### src/source/lspTdistPkg.sv
`default_nettype none

package lspTdistPkg;

	localparam int AddrWidth = 11;
	localparam int LspOrder = 10;

	typedef logic signed [15:0] word16;
	typedef logic signed [31:0] word32;
	typedef logic [AddrWidth-1:0] scratchAddr;

	// Everything one lane needs for one element
	typedef struct packed
	{
		word16 buff;
		word16 rbuf;
		word16 wegt;
		word16 fgSum;
	} laneOperand;

	typedef struct packed
	{
		logic valid;
		word32 term;
	} laneResult;

	typedef struct packed
	{
		word16 hi;
		word16 lo;
	} scratchHalves;

	// Vector and weight words are split into halves, the result is one long
	typedef union packed
	{
		word32 long;
		scratchHalves halves;
	} scratchWord;

	typedef struct packed
	{
		logic en;
		scratchAddr addr;
		scratchWord data;
	} hostWrite;

endpackage

`default_nettype wire

### src/source/tdistLane.sv
`timescale 1ns/1ps
`default_nettype none

module tdistLane
	import lspTdistPkg::*;
(
	input wire logic clk,
	input wire logic reset,
	input wire laneOperand operand,
	input wire logic valid,
	output laneResult result
);

	//////////////////////////////////////////////////////////////////////
	// Saturating basic operators
	//////////////////////////////////////////////////////////////////////

	function automatic word16 saturate16(input logic signed [33:0] value);
		if (value > 34'sd32767)
			return 16'sh7fff;
		else if (value < -34'sd32768)
			return 16'sh8000;
		else
			return word16'(value);
	endfunction

	function automatic word16 subSat(input word16 a, input word16 b);
		logic signed [33:0] diff;
		diff = 34'(a) - 34'(b);
		return saturate16(diff);
	endfunction

	// Q15 product
	function automatic word16 multQ15(input word16 a, input word16 b);
		logic signed [33:0] product;
		product = 34'(a) * 34'(b);
		return saturate16(product >>> 15);
	endfunction

	// Doubled product, only 0x8000 times 0x8000 can overflow
	function automatic word32 lMult(input word16 a, input word16 b);
		logic signed [33:0] product;
		product = (34'(a) * 34'(b)) <<< 1;
		if (product > 34'sd2147483647)
			return 32'sh7fffffff;
		else
			return word32'(product);
	endfunction

	word16 eReg;
	word16 wegtReg;
	word16 eSquare;
	logic stage1Valid;
	logic termValid;
	word32 termReg;

	assign eSquare = multQ15(eReg, eReg);

	always_ff @(posedge clk)
	begin
		if (reset)
		begin
			stage1Valid <= 1'b0;
			termValid <= 1'b0;
		end
		else
		begin
			stage1Valid <= valid;
			termValid <= stage1Valid;
		end
	end

	// Stage 1 weighted difference, stage 2 weighted square
	always_ff @(posedge clk)
	begin
		if (valid)
		begin
			eReg <= multQ15(subSat(operand.buff, operand.rbuf), operand.fgSum);
			wegtReg <= operand.wegt;
		end
		if (stage1Valid)
			termReg <= lMult(wegtReg, eSquare);
	end

	assign result = '{valid: termValid, term: termReg};

endmodule

`default_nettype wire

### config.mk
export PLATFORM = sky130hd
export DESIGN_NAME = tdistLane
export DESIGN_NICKNAME = d
export VERILOG_FILES = /design/src/source/lspTdistPkg.sv /design/src/source/tdistLane.sv
export SDC_FILE = /design/constraint.sdc
export NUM_CORES = 2
export LEC_CHECK = 0
export ABC_CLOCK_PERIOD_IN_PS = 12950
export BUFFER_PORTS_ARGS = -buffer_cell sky130_fd_sc_hd__buf_2
export CORE_UTILIZATION = 40
export DETAILED_ROUTE_END_ITERATION = 10
export RECOVER_POWER = 50
export REMOVE_ABC_BUFFERS = 1
export SLEW_MARGIN = 20
export SYNTH_ARGS = -nofsm -noshare
export SYNTH_HDL_FRONTEND = slang
export SYNTH_SLANG_ARGS = --single-unit
### constraint.sdc
create_clock -name clk -period 12.95 [get_ports clk]
set_input_delay 0.6475 -clock clk [delete_from_list [all_inputs] [get_ports clk]]
set_output_delay 0.6475 -clock clk [all_outputs]
set_load 0.05 [all_outputs]
==> reports/qor.txt <==
Routability cong.: 0.8508
Area leader, netlist: fa_1
Global Route met2 Usage: 32.44%
Hold Path End: wegtReg[13]
Max_cap viols: 2
Layout cells sized above 1: 13.62%
Gr usage total: 19.11%
DIE AREA: 80150 um2
Final TNS setup: 0 ns
Post-route ant nets: 0
TritonCTS clock tree: yes
Num CTS Buffers: 9
Clk_skew: 0.01317 ns
Flops & latches, synth: 66
Slew @ Worst Pin: 2.438 ns
R2r setup slk: 0.27 ns
Fin nets: 4677
Final core occ: 46.04%
Area growth, synth to finish: 13.40%
Reg2Reg Depth: 52
Via density: 4.787
Finish-stage setup viols: 0
Root Buffer: clkbuf_16
Yosys cell types: 83
Min cycle time layout: 12.68 ns
Ys async rst share: 0%
Initial antenna violation count: 2
Top-count cell post-synth: inv_1
Fillers: 7470
Vias in the first global route: 24230
Top_reg_cell synth: edfxtp_1
Max FO, Critical Path: 8
Min-delay src: operand[29]
Failing checks: max-capacitance violations, max-slew violations
Max incr delay on CP: 0.53 ns
Residual DRC: 0
GR met1 Demand/Resource: 26.58%
Clock Sinks: 66
Pin count of the biggest net entering global routing: 34
CP most frequent cell: fa_1
Hold Path Depth: 1
1st-pass router iterations: 7
CP endpoint kind: register
Die Y: 283.1 um
Final Hold Fails: 0
Cells after Synth: 3370
Run status: finished with violations
Total gr overflow: 0
HPWL Detailed: 62530 um
Worst R2R End: termReg[19]
Count of input and output buffers: 99
Busiest grt layer: met2
Routed len/inst: 16.18 um
Warnings, synthesis: 0
CP Launch Type: register
Peak Freq: 78.85 MHz
# hold bufs at CTS: 0
Synth top area cells: fa_1 (48%), inv_1 (11%), ha_1 (11%), edfxtp_1 (6.1%), and2_1 (4.7%)
EDFF count, synth: 64
Min-delay worst type: input pin to register
DR vias: 22170
Synth top area share: 48.07%
Final period util: 97.94%
CP Class: register to register
R2R Path Start: eReg[8]
Clock transition at path regs: 0.06 ns
Synth Area per Inst: 9.380 um2
Worst Path Arrival: 12.91 ns
Boundary Pins: 100
DP Area: 34180 um2
Synth Cell Area: 31610 um2
Max-slew violations: 68
RSZ-0062 raised after global routing: yes
Hold slack final: 0.4485 ns
Final wirelength: 74940 um
Final instance area: 35840 um2
First-pass GRT wire length: 123800 um
DRT iter0 DRCs: 1127
Synth cell count leaders: inv_1 (907), fa_1 (759), nand2_1 (373)
CP max-delay cell: fa_1
Seq/Total Area, Yosys: 6.207%
Starting Density: 40.60%
Required time worst endpoint: 13.18 ns
Slew margin rel.: -62.51%
Core area: 77850 um2
CTS HTree Levels: 3
Max clock buf depth: 2
Rows: 102
Met3 GRT Util: 2.134%
Diode count: 0
Clock Latency Late Sink: 0.38 ns
Die X: 283.1 um
cells by family after synthesis:
| group | share of synthesized area (%) |
|---|---|
| compound gates | 6.381 |
| xor+xnor | 2.878 |
| buf+inv | 12.17 |
| simple gates | 13.64 |
| flops | 6.207 |
| fa+ha+maj | 58.60 |
| mux | 0.1267 |
worst max-delay path, delay by kind of cell (launching register included):
| kind | cells | cell delay, ns |
|---|---|---|
| AND/OR/NAND/NOR | 5 | 0.60 |
| adder cells (fa/ha/maj) | 14 | 6.30 |
| multiplexers | 1 | 0.26 |
| AO/OA/AOI/OAI | 16 | 3.26 |
| buffers and inverters | 16 | 1.59 |
| flip-flops | 1 | 0.50 |
state kept, by name, summed over array words and instances (netlist names):
register	cells
eReg	16
stage1Valid	1
termValid	1
wegtReg	16
termReg	32
cell type report:
type | count | area (um2) | area share [%]
Inverter | 909 | 3412 | 9.519
Clock inverter | 7 | 115.1 | 0.3211
Timing Repair Buffer | 305 | 2306 | 6.433
Tap cell | 1040 | 1301 | 3.630
Multi-Input combinational cell | 2294 | 26520 | 73.99
Clock buffer | 9 | 225.2 | 0.6283
Sequential cell | 66 | 1962 | 5.473
how the worst max path moves through the flow:
stage,from,to,slack [ns],depth (start not counted)
final,eReg[8],termReg[19],0.27,52
after global routing,eReg[8],termReg[12],-0.18,52
after CTS,eReg[8],termReg[15],0.02,49
after detailed placement,eReg[8],termReg[15],-0.19,48
after global placement,eReg[8],termReg[15],-0.02,48
after floorplan,eReg[15],termReg[2],-1.13,41
timing repair:
item                       CTS  global route
resized for setup           10           154
setup buffers                8            43
pin swaps                    3            87
setup endpoints to repair   31            32
cloned                       0             9
cells in the final DEF (no fill, tap or decap), types with 37 or more instances in the layout:
cell        n
buf_4     169
xnor2_1    70
a21o_1     51
nor2_1     77
and2_1    231
buf_2      98
nand2_1   367
fa_1      745
a21oi_1    64
ha_1      251
inv_1     891
edfxtp_1   64
nor2b_1    37
per-layer routing:
metal,wire length (um),share of wire (%)
met1,34510,46
met2,35800,48
met3,3391,4.5
met4,1216,1.6
met5,13,0.017
stage by stage:
| step | std cells | setup slack (ns) |
|---|---|---|
| 2_1_floorplan | 3267 | -1.127 |
| 3_3_place_gp | 4555 | -0.01526 |
| 3_5_place_dp | 4555 | -0.1877 |
| 5_1_grt | 4630 | -0.1800 |
| 6_report | 4630 | 0.2673 |
| 4_1_cts | 4579 | 0.01660 |
Power is not shown: default switching activity piles up to over one toggle a cycle in this logic, so the estimate is an artifact.
