[src/source/lspTdistPkg.sv]
`default_nettype none

package lspTdistPkg;

	localparam int AddrWidth = 11;
	localparam int LspOrder = 10;

	typedef logic signed [15:0] word16;
	typedef logic signed [31:0] word32;
	typedef logic [AddrWidth-1:0] scratchAddr;

	// Everything one lane needs for one element
	typedef struct packed
	{
		word16 buff;
		word16 rbuf;
		word16 wegt;
		word16 fgSum;
	} laneOperand;

	typedef struct packed
	{
		logic valid;
		word32 term;
	} laneResult;

	typedef struct packed
	{
		word16 hi;
		word16 lo;
	} scratchHalves;

	// Vector and weight words are split into halves, the result is one long
	typedef union packed
	{
		word32 long;
		scratchHalves halves;
	} scratchWord;

	typedef struct packed
	{
		logic en;
		scratchAddr addr;
		scratchWord data;
	} hostWrite;

endpackage

`default_nettype wire

[src/source/operandFetch.sv]
`timescale 1ns/1ps
`default_nettype none

module operandFetch
	import lspTdistPkg::*;
#(
	parameter int NumLanes = 2
)
(
	input wire logic clk,
	input wire logic reset,
	input wire logic start,
	input wire scratchAddr vectorBase,
	input wire scratchAddr weightBase,
	input wire scratchWord readData,
	input wire logic finish,
	output scratchAddr readAddr,
	output logic busy,
	output laneOperand laneIn [NumLanes],
	output logic [NumLanes-1:0] laneValid
);

	localparam int ElemWidth = $clog2(LspOrder);
	localparam int LaneWidth = (NumLanes > 1) ? $clog2(NumLanes) : 1;

	localparam logic [1:0] StIdle = 2'd0;
	localparam logic [1:0] StVector = 2'd1;
	localparam logic [1:0] StWeight = 2'd2;
	localparam logic [1:0] StDrain = 2'd3;

	logic [1:0] state;
	logic [ElemWidth-1:0] element;
	logic [LaneWidth-1:0] lanePtr;
	scratchAddr vectorBaseReg;
	scratchAddr weightBaseReg;
	logic vectorPending;
	logic weightPending;
	scratchWord vectorHold;
	laneOperand operand;

	assign busy = (state != StIdle);

	//////////////////////////////////////////////////////////////////////
	// Read sequencing, two reads per element
	//////////////////////////////////////////////////////////////////////

	always_ff @(posedge clk)
	begin
		if (reset)
		begin
			state <= StIdle;
			element <= '0;
		end
		else
		begin
			case (state)
				StIdle:
				begin
					if (start)
					begin
						state <= StVector;
						element <= '0;
					end
				end
				StVector:
					state <= StWeight;
				StWeight:
				begin
					if (element == ElemWidth'(LspOrder - 1))
						state <= StDrain;
					else
					begin
						state <= StVector;
						element <= element + 1'b1;
					end
				end
				default:
				begin
					// Hold busy until the sum is written
					if (finish)
						state <= StIdle;
				end
			endcase
		end
	end

	always_ff @(posedge clk)
	begin
		if (start && !busy)
		begin
			vectorBaseReg <= vectorBase;
			weightBaseReg <= weightBase;
		end
	end

	always_comb
	begin
		case (state)
			StVector: readAddr = vectorBaseReg + scratchAddr'(element);
			StWeight: readAddr = weightBaseReg + scratchAddr'(element);
			default: readAddr = '0;
		endcase
	end

	//////////////////////////////////////////////////////////////////////
	// Operand assembly and lane dispatch
	//////////////////////////////////////////////////////////////////////

	always_ff @(posedge clk)
	begin
		if (reset)
		begin
			vectorPending <= 1'b0;
			weightPending <= 1'b0;
			lanePtr <= '0;
		end
		else
		begin
			vectorPending <= (state == StVector);
			weightPending <= (state == StWeight);
			if (start && !busy)
				lanePtr <= '0;
			else if (weightPending)
				lanePtr <= (lanePtr == LaneWidth'(NumLanes - 1)) ? '0 : lanePtr + 1'b1;
		end
	end

	always_ff @(posedge clk)
	begin
		if (vectorPending)
			vectorHold <= readData;
	end

	// Weight word is still on the read port while the lane is strobed
	always_comb
	begin
		operand.buff = vectorHold.halves.hi;
		operand.rbuf = vectorHold.halves.lo;
		operand.wegt = readData.halves.hi;
		operand.fgSum = readData.halves.lo;
	end

	always_comb
	begin
		for (int i = 0; i < NumLanes; i++)
		begin
			laneIn[i] = operand;
			laneValid[i] = weightPending && (lanePtr == LaneWidth'(i));
		end
	end

endmodule

`default_nettype wire

[config.mk]
export PLATFORM = sky130hd
export DESIGN_NAME = operandFetch
export DESIGN_NICKNAME = d
export VERILOG_FILES = /design/src/source/lspTdistPkg.sv /design/src/source/operandFetch.sv
export SDC_FILE = /design/constraint.sdc
export NUM_CORES = 1
export LEC_CHECK = 0
export BUFFER_PORTS_ARGS = -buffer_cell sky130_fd_sc_hd__buf_2
export CAP_MARGIN = 20
export CORE_ASPECT_RATIO = 0.5
export CORE_MARGIN = 3
export CORE_UTILIZATION = 44
export DETAILED_ROUTE_END_ITERATION = 7
export PLACE_DENSITY = 0.84
export SKIP_CTS_REPAIR_TIMING = 1
export SLEW_MARGIN = 5
export SYNTH_ARGS = -nofsm -noshare
export SYNTH_HDL_FRONTEND = slang
export SYNTH_SLANG_ARGS = --single-unit
[constraint.sdc]
create_clock -name clk -period 4 [get_ports clk]
set_input_delay 0.8 -clock clk [delete_from_list [all_inputs] [get_ports clk]]
set_output_delay 0.8 -clock clk [all_outputs]
set_load 0.02 [all_outputs]
==> summary.md, run 1 <==
| Metric | Value |
|---|---|
| Die area | 8740 sq um |
| Aggregate global routing overflow | 0 |
| First-pass iteration count of the detailed router | 6 |
| Routed WL per cell | 15.0 microns |
| CP Launch Point | state[0] |
| Worst Skew | 0.00419 ns |
| WP data required | 3.20 ns |
| Tcrit/Tclk final | 95.4% |
| Starting Density | 47.7% |
| Flop pwr share | 43.9% |
| Top-area cell type share of the netlist area | 48.5% |
| Clock power share | 36.8% |
| Int Pwr | 1.30 mW |
| Status | complete, no violations |
| Hold Crit Class | reg -> reg |
| Core Region | 7020 sq um |
| Max-Slew Margin vs Limit | 68.9% |
| Final min period | 3.82 ns |
| Vias per std cell | 4.66 |
| Cell variety after synth | 42 |
| Register clock-pin slew on the reported worst setup and hold paths | 0.05 ns |
| Kind of end point of the critical path | output port |
| H-tree levels | 3 |
| Number of vias in the routed layout | 2239 |
| Combinational share of power | 19.3% |
| FILL cells | 571 |
| Layout cell share with drive strength beyond 1 | 58.5% |
| Vias in the first global route | 2183 |
| Global-route wire length before repair | 10600 microns |
| Top FF cell, synth | edfxtp_1 |
| Cells after synthesis | 268 |
| Largest net degree at the start of global routing | 33 |
| Synth async-reset ratio | 0% |
| Root buffer cell | clkbuf_16 |
| Die Ht | 67.6 microns |
| DRC Markers | 0 |
| Synth top cells by count | buf_4, edfxtp_1, nor2_1, ha_1 |
| Bufs on Longest Clock Path | 2 |
| Fmax | 0.262 GHz |
| Post-synthesis register bit count | 63 |
| Leakage power figure | 1.82 nW |
| Dpl hpwl | 5740 microns |
| Post-route ant nets | 0 |
| Sw Ratio | 27.3% |
| Hold Fails Final Rpt | 0 |
| Inserted Diodes | 0 |
| Syn-to-layout area delta | 19.5% |
| Netlist Area Pre-Place | 3340 sq um |
| I/O Buffers | 199 |
| CTS Buf Count | 9 |
| Utilization after layout | 56.9% |
| GRT Total Usage | 16.1% |
| Most common cell in the synthesized netlist | buf_4 |
| Peak VDD IR | 0.000254 V |
| Power per cell area | 447 nW/um^2 |
| Row count | 21 |
| Initial antenna violation count | 0 |
| Max Slew Vio Count | 0 |
| Endpoints failing setup | 0 |
| Routability congestion estimate | 0.805 |
| Clock latency on the worst-skew pair | 0.32 ns |
| Synth area leader | edfxtp_1 |
| TritonCTS clock tree | yes |
| Slew at the pin with the worst max-slew slack | 0.453 ns |
| EDFF count, synth | 54 |
| Syn Area/Cell | 12.5 sq um |
| RSZ-0062 raised after global routing | false |
| CP startpoint kind | flop |
| Worst Setup Path Type | reg -> out |
| R2r startpoint | state[0] |
| Routed Wire Length | 7220 microns |
| IO Count | 200 |
| # clock sinks | 63 |
| Syn nets | 337 |
| Final total power | 1.79 mW |
| Iteration-0 DRC Markers | 103 |
| Ys Warns | 0 |
| Worst Path Max Fanout | 7 |
| Max-Cap Viols | 0 |
| Final #Nets | 452 |
| Synth area leaders | edfxtp_1, buf_4, dfxtp_1, ha_1, mux2i_1 |
| Psw | 0.487 mW |
| Seq/Total Area, Yosys | 53.9% |
| Setup TNS | 0 ns |
| Die width | 129 microns |
| Hold path start | state[0] |
| Critical path arrival | 3.02 ns |
[cells in the final DEF (no fill, tap or decap), types with 2 or more instances in the layout]
master,Yosys,final
nor3_1,9,9
buf_4,96,4
inv_1,7,7
a211o_1,2,2
a21oi_1,7,6
and2_1,4,4
o21a_1,3,3
clkinv_1,1,2
mux2i_1,7,7
a211oi_1,2,2
edfxtp_1,54,54
o31a_1,3,3
buf_2,0,199
nand4b_1,2,2
ha_1,10,9
mux2_2,5,5
clkbuf_16,0,9
o21ai_0,4,4
xnor2_1,2,2
dfxtp_1,9,8
clkbuf_1,1,5
a21o_1,2,2
nor2b_1,2,2
nor2_1,16,16
[final timing paths]
kind | end | slack (ns) | cells after the start
setup reg to reg | state[1] | 2.23 | 6
hold reg to reg | state[0] | 0.54 | 2
hold / removal | state[0] | 0.54 | 2
setup / recovery | readAddr[6] | 0.18 | 11
[metal layers]
metal  global-route usage [%]  wire length [microns]
met1                     18.6                   2890
met5                        0                      0
met3                     6.32                    389
met2                     28.2                   3860
met4                     4.84                     85
[kinds of logic after synthesis]
| group | synth area share [%] |
|---|---|
| flops | 53.9 |
| simple gates | 7.30 |
| mux | 4.23 |
| fa+ha+maj | 4.34 |
| compound gates | 6.14 |
| buf+inv | 23.3 |
| xor+xnor | 0.786 |
[worst max-delay path, stage by stage (launching register included)]
cell,delay (ns)
dfxtp_2,0.36
inv_1,0.09
ha_2,0.25
mux2_2,0.24
ha_1,0.18
inv_1,0.06
fa_1,0.39
nand2b_1,0.19
a21o_1,0.22
o31a_1,0.31
nor3_1,0.19
buf_2,0.21
[power groups by stage]
stage	Clock, mW	Sequential (mW)	Combinational, mW
floorplan	0	0.820	0.248
global placement	0	0.796	0.340
detailed placement	0	0.797	0.346
CTS	0.674	0.785	0.348
global route	0.711	0.790	0.372
finish	0.657	0.785	0.345
[state kept, by name (all words and copies together) (netlist names)]
signal	cells
element	4
state	2
lanePtr	1
vectorBaseReg	11
weightPending	1
vectorPending	1
weightBaseReg	11
vectorHold	32
[through the flow]
stage | area, sq um | hold slack (ns) | cells | setup slack (ns)
after floorplan | 3340 | 0.483 | 268 | 0.289
after global placement | 3730 | 0.507 | 464 | 0.488
after detailed placement | 3730 | 0.524 | 464 | 0.388
after CTS | 3990 | 0.548 | 480 | 0.0166
after global routing | 4000 | 0.603 | 480 | 0.0696
final | 4000 | 0.540 | 480 | 0.183
[cell type report]
cell class,instances,area [sq um],area share (%)
Multi-Input combinational cell,98,768,19.2
Inverter,8,30.0,0.752
Tap cell,92,115,2.88
Clock buffer,14,244,6.11
Sequential cell,63,1800,45.1
Clock inverter,2,8.76,0.219
Timing Repair Buffer,203,1030,25.7
No activity file was read; power rests on OpenSTA's default activity.
==> run 2, diff against run 1 <==
Settings changed: CELL_PAD_IN_SITES_DETAIL_PLACEMENT set to 1, CELL_PAD_IN_SITES_GLOBAL_PLACEMENT set to 1, CORE_UTILIZATION 44 to 32, PLACE_DENSITY 0.84 to 0.83.
==> summary.md, run 2 (same netlist as run 1, synthesis figures left out) <==
| Metric | Value |
|---|---|
| I/O Buffers | 199 (unchanged) |
| Non-filler cells, final | 522 (+8.8%) |
| Commonest cells after routing, fill and taps aside | buf_2, edfxtp_1, nor2_1 |
| Final min period | 3.80 ns (-0.0204 ns) |
| Critical path arrival | 3.00 ns (-0.02 ns) |
| CTS Buf Count | 9 (unchanged) |
| Worst Path Max Fanout | 10 (+3) |
| Kind of end point of the critical path | output port |
| Dpl ws | 0.348 ns (-0.0396 ns) |
| Number of vias in the routed layout | 2269 (+1.3%) |
| Hold Crit Class | reg -> reg |
| Status | complete, no violations |
| Setup TNS | 0 ns (unchanged) |
| Initial antenna violation count | 0 (unchanged) |
| Largest net degree at the start of global routing | 33 (unchanged) |
| Dpl hpwl | 6740 microns (+17%) |
| Min-Delay Path Depth | 2 (unchanged) |
| Endpoints failing setup | 0 (unchanged) |
| Syn-to-layout area delta | 21.7% |
| Power per cell area | 459 nW/um^2 (+2.7%) |
| First-pass iteration count of the detailed router | 4 (-2) |
| Die Ht | 78.3 microns (+16%) |
| Worst Skew | 0.00483 ns (+0.000640 ns) |
| Leakage power figure | 1.83 nW (+0.72%) |
| Root buffer cell | clkbuf_16 |
| Routed WL per cell | 16.3 microns (+8.2%) |
| Max Slew Vio Count | 0 (unchanged) |
| Post-route setup slack | 0.203 ns (+0.0204 ns) |
| Register clock-pin slew on the reported worst setup and hold paths | 0.05 ns (about the same) |
| Max-Cap Viols | 0 (unchanged) |
| RSZ-0062 raised after global routing | false |
| Top reg by flops | vectorHold |
| Fmax | 0.263 GHz (+0.54%) |
| Hold slack | 0.531 ns (-0.00910 ns) |
| Peak VDD IR | 0.000185 V (-27%) |
| Slew at the pin with the worst max-slew slack | 0.524 ns (+0.0703 ns) |
| CP startpoint kind | flop |
| Row count | 25 (+19%) |
| Starting Density | 34.1% (-14 points) |
| # clock sinks | 63 (unchanged) |
| Placed Area | 3780 sq um (+1.2%) |
| WP data required | 3.20 ns (about the same) |
| Vias in the first global route | 2441 (+12%) |
| Max-Slew Margin vs Limit | 65.1% (-3.8 points) |
| Die area | 11800 sq um (+35%) |
| H-tree levels | 3 (unchanged) |
| Global-route wire length before repair | 12900 microns (+22%) |
| Routability congestion estimate | 0.760 (-5.6%) |
| Vias per std cell | 4.35 (-6.8%) |
| Most common cell after layout, fill and taps aside | buf_2 |
| Bufs on Longest Clock Path | 2 (unchanged) |
| Top Registers | vectorHold: 32 flops, vectorBaseReg: 11 flops, weightBaseReg: 11 flops |
| Clock latency on the worst-skew pair | 0.32 ns (about the same) |
| Inst Count DP | 506 (+9.1%) |
| Hold Fails Final Rpt | 0 (unchanged) |
| Tcrit/Tclk final | 94.9% (-0.51 points) |
| Post-route ant nets | 0 (unchanged) |
| Aggregate global routing overflow | 0 (unchanged) |
| Inserted Diodes | 0 (unchanged) |
| Iteration-0 DRC Markers | 80 (-22%) |
| Final #Nets | 451 (-0.22%) |
| Finished Cell Area | 4070 sq um (+1.9%) |
| GRT Total Usage | 14.3% (-1.8 points) |
| TritonCTS clock tree | yes |
| R2R cell count | 7 (+1) |
| Flop-to-flop setup slack | 1.96 ns (-0.27 ns) |
| Die width | 151 microns (+16%) |
| Routed Wire Length | 8500 microns (+18%) |
| Worst Setup Path Type | reg -> out |
| Core Region | 9790 sq um (+40%) |
| Largest register FFs | 32 (unchanged) |
| IO Count | 200 (unchanged) |
| DRC Markers | 0 (unchanged) |
| Layout cell share with drive strength beyond 1 | 59.2% (+0.67 points) |
## run 2: cell count changes in the layout (fill, tap and decap cells not counted), sizes merged
cell and delta:
clkinv +2, bufinv +1, clkbuf -3, buf -1
## run 2: final cells by class
cell class	count	area, sq um
clock buffer	11	233
clock inverter	5	48.8
fill	1123	5720
inverter	8	30.0
multi-input combinational	98	768
sequential	63	1800
tap	135	169
timing repair buffer	202	1020
## run 2: power breakdown
| group | leakage (nW) | internal [mW] | switching (mW) |
|---|---|---|---|
| Clock | 0.141 | 0.476 | 0.258 |
| Combinational | 1.11 | 0.118 | 0.231 |
| Sequential | 0.577 | 0.766 | 0.0205 |
## run 2: worst max-delay path, cell delays in order, from the launching register on
cell      delay (ns)
dfxtp_2         0.37
inv_1           0.09
ha_2            0.27
mux2_2          0.25
ha_1            0.18
inv_1           0.06
fa_1            0.39
nand2b_1        0.19
a21o_1          0.22
o31a_1          0.30
nor3_1          0.16
buf_2           0.20
## run 2: stage by stage
step                power, mW  utilization, %
CTS                      1.90            41.5
detailed placement       1.15            38.6
finish                   1.87            41.6
global placement         1.14            38.6
global route             1.96            41.6
floorplan                1.07               -
## run 2: path summary, 6_finish.rpt
kind	endpoint	startpoint
setup reg to reg	state[1]	state[0]
hold reg to reg	element[3]	element[3]
setup / recovery	readAddr[6]	state[0]
hold / removal	element[3]	element[3]
## run 2: routing by layer
layer / routed length [microns] / part of all wire, % / GRT usage, %
met3: 464 / 5.5 / 4.56
met5: 0 / 0 / 0
met2: 4620 / 54 / 26.1
met1: 3310 / 39 / 16.0
met4: 104 / 1.2 / 4.65
