`config.mk`:
```
export PLATFORM = sky130hd
export DESIGN_NAME = tdistAccumulate
export DESIGN_NICKNAME = d
export VERILOG_FILES = /design/src/source/lspTdistPkg.sv /design/src/source/tdistAccumulate.sv
export SDC_FILE = /design/constraint.sdc
export NUM_CORES = 1
export LEC_CHECK = 0
export ABC_CLOCK_PERIOD_IN_PS = 4370
export BUFFER_PORTS_ARGS = -buffer_cell sky130_fd_sc_hd__buf_2
export CAP_MARGIN = 10
export CELL_PAD_IN_SITES_DETAIL_PLACEMENT = 1
export CELL_PAD_IN_SITES_GLOBAL_PLACEMENT = 1
export CORE_AREA = 2 2 80 158
export CTS_BUF_LIST = sky130_fd_sc_hd__clkbuf_16
export CTS_CLUSTER_DIAMETER = 120
export DETAILED_ROUTE_END_ITERATION = 7
export DIE_AREA = 0 0 82 160
export HOLD_SLACK_MARGIN = 0.02
export PLACE_DENSITY_LB_ADDON = 0.12
export SETUP_SLACK_MARGIN = 0.2
export SLEW_MARGIN = 20
export SYNTH_ARGS = -nofsm -noshare
export SYNTH_HDL_FRONTEND = slang
export SYNTH_SLANG_ARGS = --single-unit
export TNS_END_PERCENT = 5
```
`constraint.sdc`:
```
create_clock -name clk -period 4.37 [get_ports clk]
set_clock_uncertainty 0.15 [all_clocks]
set_input_delay 1.0925 -clock clk [delete_from_list [all_inputs] [get_ports clk]]
set_output_delay 1.0925 -clock clk [all_outputs]
set_load 0.03 [all_outputs]
```
`src/source/lspTdistPkg.sv`:
```
`default_nettype none

package lspTdistPkg;

	localparam int AddrWidth = 11;
	localparam int LspOrder = 10;

	typedef logic signed [15:0] word16;
	typedef logic signed [31:0] word32;
	typedef logic [AddrWidth-1:0] scratchAddr;

	// Everything one lane needs for one element
	typedef struct packed
	{
		word16 buff;
		word16 rbuf;
		word16 wegt;
		word16 fgSum;
	} laneOperand;

	typedef struct packed
	{
		logic valid;
		word32 term;
	} laneResult;

	typedef struct packed
	{
		word16 hi;
		word16 lo;
	} scratchHalves;

	// Vector and weight words are split into halves, the result is one long
	typedef union packed
	{
		word32 long;
		scratchHalves halves;
	} scratchWord;

	typedef struct packed
	{
		logic en;
		scratchAddr addr;
		scratchWord data;
	} hostWrite;

endpackage

`default_nettype wire

```
`src/source/tdistAccumulate.sv`:
```
`timescale 1ns/1ps
`default_nettype none

module tdistAccumulate
	import lspTdistPkg::*;
#(
	parameter int NumLanes = 2
)
(
	input wire logic clk,
	input wire logic reset,
	input wire laneResult results [NumLanes],
	input wire scratchAddr resultAddr,
	input wire logic start,
	output logic accWrite,
	output scratchAddr accAddr,
	output scratchWord accData,
	output logic done
);

	localparam int CountWidth = $clog2(LspOrder + 1);

	function automatic word32 lAdd(input word32 a, input word32 b);
		logic signed [32:0] total;
		total = 33'(a) + 33'(b);
		if (total > 33'sd2147483647)
			return 32'sh7fffffff;
		else if (total < -33'sd2147483648)
			return 32'sh80000000;
		else
			return word32'(total);
	endfunction

	logic running;
	logic [CountWidth-1:0] termCount;
	word32 sum;
	logic termValid;
	word32 term;

	// Lanes never present a term in the same cycle
	always_comb
	begin
		termValid = 1'b0;
		term = '0;
		for (int i = 0; i < NumLanes; i++)
		begin
			if (results[i].valid)
			begin
				termValid = 1'b1;
				term = results[i].term;
			end
		end
	end

	always_ff @(posedge clk)
	begin
		if (reset)
		begin
			running <= 1'b0;
			termCount <= '0;
			done <= 1'b0;
		end
		else
		begin
			done <= 1'b0;
			if (done)
				running <= 1'b0;
			else if (!running && start)
			begin
				running <= 1'b1;
				termCount <= '0;
			end
			else if (running && termValid)
			begin
				termCount <= termCount + 1'b1;
				if (termCount == CountWidth'(LspOrder - 1))
					done <= 1'b1;
			end
		end
	end

	always_ff @(posedge clk)
	begin
		if (!running && start)
		begin
			sum <= '0;
			accAddr <= resultAddr;
		end
		else if (running && termValid)
			sum <= lAdd(sum, term);
	end

	// Result goes out in the done cycle
	assign accWrite = done;

	always_comb
	begin
		accData.long = sum;
	end

endmodule

`default_nettype wire

```
==> flow_results.org, run 1 <==
** Outcome
- The run finished with clean final reports.

** Synth
- In this run, synthesis inferred 11 flip-flops with an integrated enable.
- A synthesized cell averages ~8.6 µm².
- Among all flip-flop cells after synthesis, the most frequent one is sky130_fd_sc_hd__dfxtp_1.
- Yosys mapped the design onto 65 distinct sky130hd cell types.
- For this run, the register share of the synthesized area comes to 26.81%.
- After technology mapping, the gate count stands at 475.
- Synth warn :: 0
- Flip-flop and latch count after synthesis :: 49
- In this run the cell area of the synthesized design comes to ~4100 µm².
- After synthesis, the share of flip-flops with an asynchronous set or reset is 0%.
- Synthesis produced a netlist with a net count of 590.

** Timing
- For the pin with the worst max-slew slack, the measured transition is 0.7899 ns.
- Setup Viol. Count Final :: 0
- Derived from the worst setup path, the maximum achievable clock frequency is 240.1 MHz.
- Crit share post-route :: 95.31%
- Worst hold slack across all endpoints :: 0.3157 ns
- The worst pin sits at a relative slew slack of 47.33%.
- Unrepaired setup endpoints after global routing :: yes
- Post-layout min period :: 4.165 ns
- The number of hold violations in the final report is 0.
- Number of max-slew violations in the final report :: 0

** Die
- Die extent in y :: 160 µm
- Std-Cell Rows :: 57
- Effective utilization at floorplan :: about a third
- I/O pins :: around 130
- Die area :: about 13,000 µm²
- After floorplanning, the core was sized to cover 11,980 µm².
- Die extent in x :: 82 µm

** Route
- After detailed routing, the number of remaining DRC violations is 0.
- The first TritonRoute pass finished after 4 iterations.
- Iteration-0 DRC count of the detailed router :: 119
- The routed layout has 4,454 vias.
- The count of nets left with antenna violations once routing finished came out at 0.
- Average detailed-routed wire length per instance :: 18.67 µm
- The routed design uses 424 µm of met3 wire.
- Total wire length after detailed routing :: around 15,000 µm
- The highest layer touched by signal routing is met4.
- Met2 wire len :: 8203 µm
- After detailed routing, the number of vias per cell comes to ~5.5.
- After detailed routing, the wire length on met1 is 6233 µm.

** Clock network
- Root buf cell :: sky130_fd_sc_hd__clkbuf_16
- Post-CTS Hold Buffers :: 0
- TritonCTS built the clock tree.
- Clock-pin slew was measured on the worst setup and hold paths at approximately 0.080 ns.
- CTS buffer count :: 5
- Clock net sink count :: 49
- The clock reaches the later pin of the worst-skew pair after 0.31 ns.
- Count of H-tree levels built during CTS :: 2
- In this run the deepest clock path goes through 2 buffers.

** Setup path
- STA classifies the critical path startpoint as an input pin.
- Data required time of the critical path :: about 4.4 ns
- Stage delay of the slowest cell on the critical path :: about 0.45 ns
- Critical Path Sink Type :: flip-flop
- The worst register-to-register path has a depth of 12.
- WS Path Type :: input pin to flip-flop
- Of all nets on the critical path, the largest fanout is 8.
- For this design, the slowest cell found on the critical path is sky130_fd_sc_hd__a2111o_1.
- The critical path goes through buf_6 > nor2b_4 > buf_12 > a22o_1 > ha_4 > fa_2 > a21o_1 > a2111o_1 > a21oi_2 > o21a_1 > o21ai_2 > a31oi_4 > nor2_1 > buf_4 > a32oi_1 > nand3_1.
- For the worst setup path, the data arrival time is 4.20 ns.

** Power and ir drop
- Across the VDD grid, the largest voltage drop is 269.2 µV.
- The completed layout was analyzed and its total power is 3393 µW.
- Power density over cell area :: 587.7 nW/µm²
- The analysis attributes to cell leakage a power of 0.002670 µW.

** GRT
- The number of antenna violations at the first check in global routing came to 0.
- Total GRT Usage :: 22.94%
- Maximum number of pins on one net before global-route repair :: 23
- Wire length of the first global-routing pass :: 23,120 µm
- Remaining global-route overflow :: 0
- The number of global-route vias before repair was 4,576.

** Placed design
- After detailed placement, the design holds a cell count of 797.
- The congestion estimate from routability-driven global placement came to around 0.89.
- Count of port buffers added during placement :: 124
- HPWL after DPL :: approximately 12,000 µm

** Layout
- Antenna fix cells :: 0
- Excluding fillers, the count of instances in the completed layout stands at between 800 and 900.
- Net count reported at finish :: 782
- The area growth from synthesis to layout is 41.84%.
- Once layout is complete, the utilization of the core stands at 48.18%.
- Proportion of layout cells with a drive suffix above 1 :: 38.32%

** Worst hold path
- The worst hold path was traced through 2 stages.
- The tightest min-delay check is of the flip-flop to flip-flop type.

** Flow run
- Max_cap viols :: 0
## placed cells by master, fill, tap and decap left out, types with 16 or more instances in the layout
cell type / netlist / layout
sky130_fd_sc_hd__xnor2_1: 16 / 16
sky130_fd_sc_hd__buf_4: 1 / 78
sky130_fd_sc_hd__buf_2: 5 / 123
sky130_fd_sc_hd__ha_1: 34 / 33
sky130_fd_sc_hd__dfxtp_1: 38 / 38
sky130_fd_sc_hd__nand2_1: 43 / 41
sky130_fd_sc_hd__nor2_1: 28 / 27
sky130_fd_sc_hd__o21ai_0: 22 / 21
sky130_fd_sc_hd__a21oi_1: 31 / 30
sky130_fd_sc_hd__a22o_1: 32 / 32
## kinds of logic after synthesis
kind of cell	after synthesis	synth area share [%]
and+or+nand+nor	118	13.19
xor gates and xnor gates	28	6.025
AOI/OAI and AO/OA	195	36.03
DFF	49	26.81
adders and majority gates	45	13.46
buffers and inverters	40	4.488
## area by class of cell
cell class | count | area (µm²)
repair buffers | 215 | 1421
well taps | 147 | 183.9
fillers | 1498 | 6208
clock inverters | 3 | 21.27
flip-flops and latches | 49 | 1091
clock buffers | 5 | 125.1
multi-input cells | 386 | 2893
inverters | 10 | 37.54
## per-layer routing
metal,vias up,GRT usage (%)
met4,0,8.106
met1,2128,26.77
met3,22,2.429
li1,2201,-
met2,103,41.61
met5,-,0
## state kept, by name, indices dropped and copies added (netlist names)
name       flops
termCount      4
running        1
accWrite       1
accAddr       11
accData       32
## critical path: cells and delay by family
kind	cells	cell delay, ns
compound gates	8	1.78
fa+ha+maj	2	0.53
buf+inv	3	0.40
simple gates	3	0.39
## per-stage QoR
step	setup slack, ns	TNS [ns]	cell area (µm²)
2_1_floorplan	0.1478	0	4119
3_3_place_gp	-0.02196	-0.02196	5409
3_5_place_dp	-0.2225	-1.280	5409
4_1_cts	0.2229	0	5562
5_1_grt	0.05599	0	5773
6_report	0.2050	0	5773
## what timing repair did
item,CTS,global route
setup buffers,0,8
pin swaps,0,13
gates cloned,0,2
resized for setup,2,20
endpoints found under the setup margin,1,31
## cells in the mapped netlist, types with 15 or more instances
master	number	area, µm²
sky130_fd_sc_hd__nand2_1	43	161.4
sky130_fd_sc_hd__dfxtp_1	38	760.7
sky130_fd_sc_hd__ha_1	34	425.4
sky130_fd_sc_hd__a22o_1	32	280.3
sky130_fd_sc_hd__a21oi_1	31	155.2
sky130_fd_sc_hd__nor2_1	28	105.1
sky130_fd_sc_hd__o21ai_0	22	110.1
sky130_fd_sc_hd__clkbuf_1	20	75.07
sky130_fd_sc_hd__a211oi_1	16	120.1
sky130_fd_sc_hd__xnor2_1	16	140.1
sky130_fd_sc_hd__nand3_1	15	75.07
## power breakdown
part	internal, µW	switching [µW]	total [µW]
logic	987	1290	2280
clock network	214	207	421
registers	587	106	694
total	1790	1600	3390
## final timing paths
check	start	to	slack (ns)
setup / recovery	results[65]	accData[27]$_SDFFE_PP0P_	0.21
hold / removal	accData[2]$_SDFFE_PP0P_	accData[2]$_SDFFE_PP0P_	0.32
setup reg to reg	accData[0]$_SDFFE_PP0P_	accData[27]$_SDFFE_PP0P_	1.20
hold reg to reg	accData[2]$_SDFFE_PP0P_	accData[2]$_SDFFE_PP0P_	0.32
(Power assumes the default switching activity.)
==> run 2: changes to the inputs <==
- ABC_AREA: unset -> 1
- CORE_AREA: 2 2 80 158 -> 2 2 86 170
- DIE_AREA: 0 0 82 160 -> 0 0 88 172
==> run 2 against run 1 <==
Compared with the run above:
- final area down 6.3%
- largest power group unchanged
- highest routed layer unchanged
- global-route usage up 0.27 points
- first-iteration DRC count down 2.5%
- non-clock buffer count down 82
==> flow_results.org, run 2 <==
** Clock network
- Source-to-sink clock delay at the later pin of the worst-skew pair :: 0.30 ns
- The tree built by TritonCTS fans out to 49 sinks.
- Post-CTS Hold Buffers :: 0
- Clock slew at reported path FFs :: 0.07 ns
- Count of H-tree levels built during CTS :: 2
- Maximum root-to-sink buffer count :: 2
- The root buffer cell chosen for the clock tree is sky130_fd_sc_hd__clkbuf_16.
- Clock tree synthesis inserted a total of 5 buffers.
- TritonCTS built the clock tree.

** Power and ir drop
- The design draws 2185 µW.
- For this design the static power due to leakage is 0.003067 µW.
- Power density over cell area :: 404.0 nW/µm²
- IR Drop Worst-Case VDD :: between 150 and 200 µV

** Timing
- Worst hold slack across all endpoints :: 0.3470 ns
- Post-layout worst setup margin :: 0.6047 ns
- Measured against its own limit, the worst slew margin works out to 26.94%.
- At the pin with the least slew margin, the transition time is around 1.1 ns.
- Setup repair after global routing left no endpoint under its margin.
- Achievable Freq :: 265.6 MHz
- The number of max-slew violations in the final report is 0.
- Setup Viol. Count Final :: 0
- The number of hold violations in the final report was 0.
- Post-layout min period :: roughly 3.8 ns
- After routing, the total negative slack on setup checks comes to 0 ns.
- Crit share post-route :: 86.16%

** Layout
- The finished cells cover 5409 µm².
- Synth-to-Final Area Change :: 20.69%
- Number of flip-flops under the largest register name :: 32
- Storage element area :: 1091 µm²
- Leaving out fill and tap cells, the most frequent cell in the layout is sky130_fd_sc_hd__nand2_1.
- Leaving out fill and tap cells, the most frequent cells in the layout are 275 x sky130_fd_sc_hd__nand2_1, 123 x sky130_fd_sc_hd__buf_2, 80 x sky130_fd_sc_hd__inv_1.
- Fill cells :: about 1,900
- Summing all multi-input logic gate instances after layout gives between 2000 and 3000 µm².
- Proportion of layout cells with a drive suffix above 1 :: 19.24%
- The final layout contains between 900 and 1,000 nets.
- The repair_antennas step left the layout with diodes totalling 0.

** Synth
- Flip-flop and latch count after synthesis :: 49
- A synthesized cell averages 6.139 µm².
- sky130_fd_sc_hd__nand2_1 is the most common cell in the netlist.
- Top cell types by occurrence after synthesis :: 275 x sky130_fd_sc_hd__nand2_1, 80 x sky130_fd_sc_hd__inv_1, 60 x sky130_fd_sc_hd__nand3_1
- Gate count of the mapped netlist :: 730
- Async set-or-reset flop fraction in the synthesized netlist :: 0%
- Syn nets :: 845
- Counting flops with a built-in enable in the synthesized netlist gives 11.
- The share of synthesized area in the top cell type comes to 23.03%.
- For this run, the register share of the synthesized area comes to between 20% and 30%.
- The synthesized netlist contains 37 unique library cells.
- Top post-synthesis cells by area :: sky130_fd_sc_hd__nand2_1 23%, sky130_fd_sc_hd__dfxtp_1 17%, sky130_fd_sc_hd__ha_1 9.5%
- The synthesized netlist occupies a cell area of 4482 µm².
- Top flip-flop cell by instance count after synthesis :: sky130_fd_sc_hd__dfxtp_1
- Leading area contributor after synthesis :: sky130_fd_sc_hd__nand2_1
- For this run, the number of Yosys warnings is 0.

** Die
- Std-Cell Rows :: just over 60
- From left edge to right edge, the die measures a little under 90 µm.
- The die covers ~15,000 µm².
- Die extent in y :: 172 µm
- Effective utilization at floorplan :: 32.44%
- For this design the top-level I/O count stands at 125.
- In this run the standard cell core region covers 13,810 µm².

** Setup path
- Data required time of the critical path :: about 4.4 ns
- Setup slack on the worst flop-to-flop path :: 1.65 ns
- Along the worst path, the maximum fanout reaches 26.
- Type of origin of the critical path :: input pin
- Critical path data arrival time :: 3.84 ns
- Launch point of the worst path :: results[32]
- Critical Path Sink Type :: flip-flop
- The worst register-to-register path begins at accData[0]$_SDFFE_PP0P_.
- The worst setup path is of the input pin to flip-flop kind.

** Route
- In the routed layout, each cell is associated on average with a via count of 4.899.
- Number of nets with antenna violations after detailed routing :: 0
- Number of optimization iterations in the first detailed-route pass :: 4
- After detailed routing, the number of remaining DRC violations is 0.
- Iteration-0 DRC count of the detailed router :: 116
- Total wire length after detailed routing :: 17,200 µm
- Total via count after detailed routing :: 5,075
- After detailed routing, the average wire length per cell comes to between 15 and 20 µm.

** Placed design
- Post-place instance area :: 5263 µm²
- Detailed placement ended at an HPWL of 14,040 µm.
- Minimum setup slack after placement :: 0.1467 ns
- Count of port buffers added during placement :: 124
- Global placement routability congestion :: roughly 0.95

** GRT
- Total GRT Usage :: 23.21%
- Via count of the first global-routing pass :: around 5,400
- Antenna violations before repair :: 0
- Maximum number of pins on one net before global-route repair :: 34
- Remaining global-route overflow :: 0
- The first global-routing pass estimated 27,150 µm of wire.

** Outcome
- Outcome :: completed

** Worst hold path
- The min-delay analysis places its worst path in the category flip-flop to flip-flop.
- Start point of the worst min-delay path :: termCount[3]$_SDFFE_PP0P_

** Flow run
- Across the run, the number of max-cap violations was 0.
-- run 2: cell count changes after synthesis, moves of 13 or more --
cell,change
sky130_fd_sc_hd__nand2_1,+232
sky130_fd_sc_hd__inv_1,+70
sky130_fd_sc_hd__nand3_1,+45
sky130_fd_sc_hd__a22o_1,-32
sky130_fd_sc_hd__a21oi_1,+23
sky130_fd_sc_hd__nor2_1,+17
sky130_fd_sc_hd__a211oi_1,-15
sky130_fd_sc_hd__xnor2_1,-15
sky130_fd_sc_hd__o21ai_0,+13
-- run 2: worst paths after layout --
check,to,cells past startpoint
worst max-delay path,accData[2]$_SDFFE_PP0P_,21
worst min-delay path,accWrite$_SDFF_PP0_,2
worst max register to register,accData[2]$_SDFFE_PP0P_,16
worst min register to register,accWrite$_SDFF_PP0_,2
-- run 2: cell families (layout without fill, tap and decap cells) --
family,after synthesis,after routing,synth area share (%)
xor gates and xnor gates,19,19,3.713
DFF,49,49,24.34
AOI/OAI and AO/OA,112,112,14.29
and+or+nand+nor,410,410,37.72
adders and majority gates,35,35,9.939
buffers and inverters,105,222,9.994
-- run 2: routing by layer --
layer  wire, µm  share of wire [%]  global-route usage, %
met5          0                  0                      0
met4        486                2.8                  8.094
met3        469                2.7                  1.814
met2       9783                 57                  47.10
met1       6460                 38                  23.59
-- run 2: metrics by stage --
| stage | std cells | utilization, % |
|---|---|---|
| final | 1036 | 39.15 |
| after global routing | 1036 | 39.15 |
| after CTS | 1036 | 39.14 |
| after detailed placement | 1028 | 38.09 |
| after global placement | 1028 | 38.09 |
| after floorplan | 730 | - |
-- run 2: cell type report --
cell class | instances | area share, %
clock buffer | 5 | 2.313
clock inverter | 3 | 0.3470
inverter | 81 | 5.621
multi-input combinational | 576 | 54.41
sequential | 49 | 20.17
tap | 189 | 4.372
timing repair buffer | 133 | 12.77
-- run 2: repair_timing --
action / 4_1_cts / 5_1_grt
setup endpoints to repair: 0 / 6
buffers inserted: 0 / 0
resized for setup: 0 / 1
-- run 2: where the power goes --
| part | internal (µW) | leakage (µW) | total, µW | switching, µW |
|---|---|---|---|---|
| logic | 379 | 0.00258 | 1180 | 805 |
| registers | 535 | 0.000420 | 589 | 54.4 |
| clock network | 211 | 0.0000672 | 412 | 201 |
| total | 1130 | 0.00307 | 2190 | 1060 |
-- run 2: critical path, stage by stage --
cell,delay [ns]
sky130_fd_sc_hd__buf_2,0.16
sky130_fd_sc_hd__inv_1,0.07
sky130_fd_sc_hd__buf_4,0.20
sky130_fd_sc_hd__nand3_1,0.09
sky130_fd_sc_hd__nand2_1,0.06
sky130_fd_sc_hd__ha_1,0.21
sky130_fd_sc_hd__fa_1,0.41
sky130_fd_sc_hd__nand2_1,0.09
sky130_fd_sc_hd__nand2_1,0.07
sky130_fd_sc_hd__nand3_1,0.10
sky130_fd_sc_hd__nand2_2,0.08
sky130_fd_sc_hd__nand2_1,0.07
sky130_fd_sc_hd__nand2_2,0.08
sky130_fd_sc_hd__nand2_1,0.11
sky130_fd_sc_hd__nand2_1,0.07
sky130_fd_sc_hd__nand2_1,0.07
sky130_fd_sc_hd__nand2_1,0.06
sky130_fd_sc_hd__nand2_2,0.11
sky130_fd_sc_hd__buf_4,0.34
sky130_fd_sc_hd__nand2_1,0.10
sky130_fd_sc_hd__a21oi_1,0.17
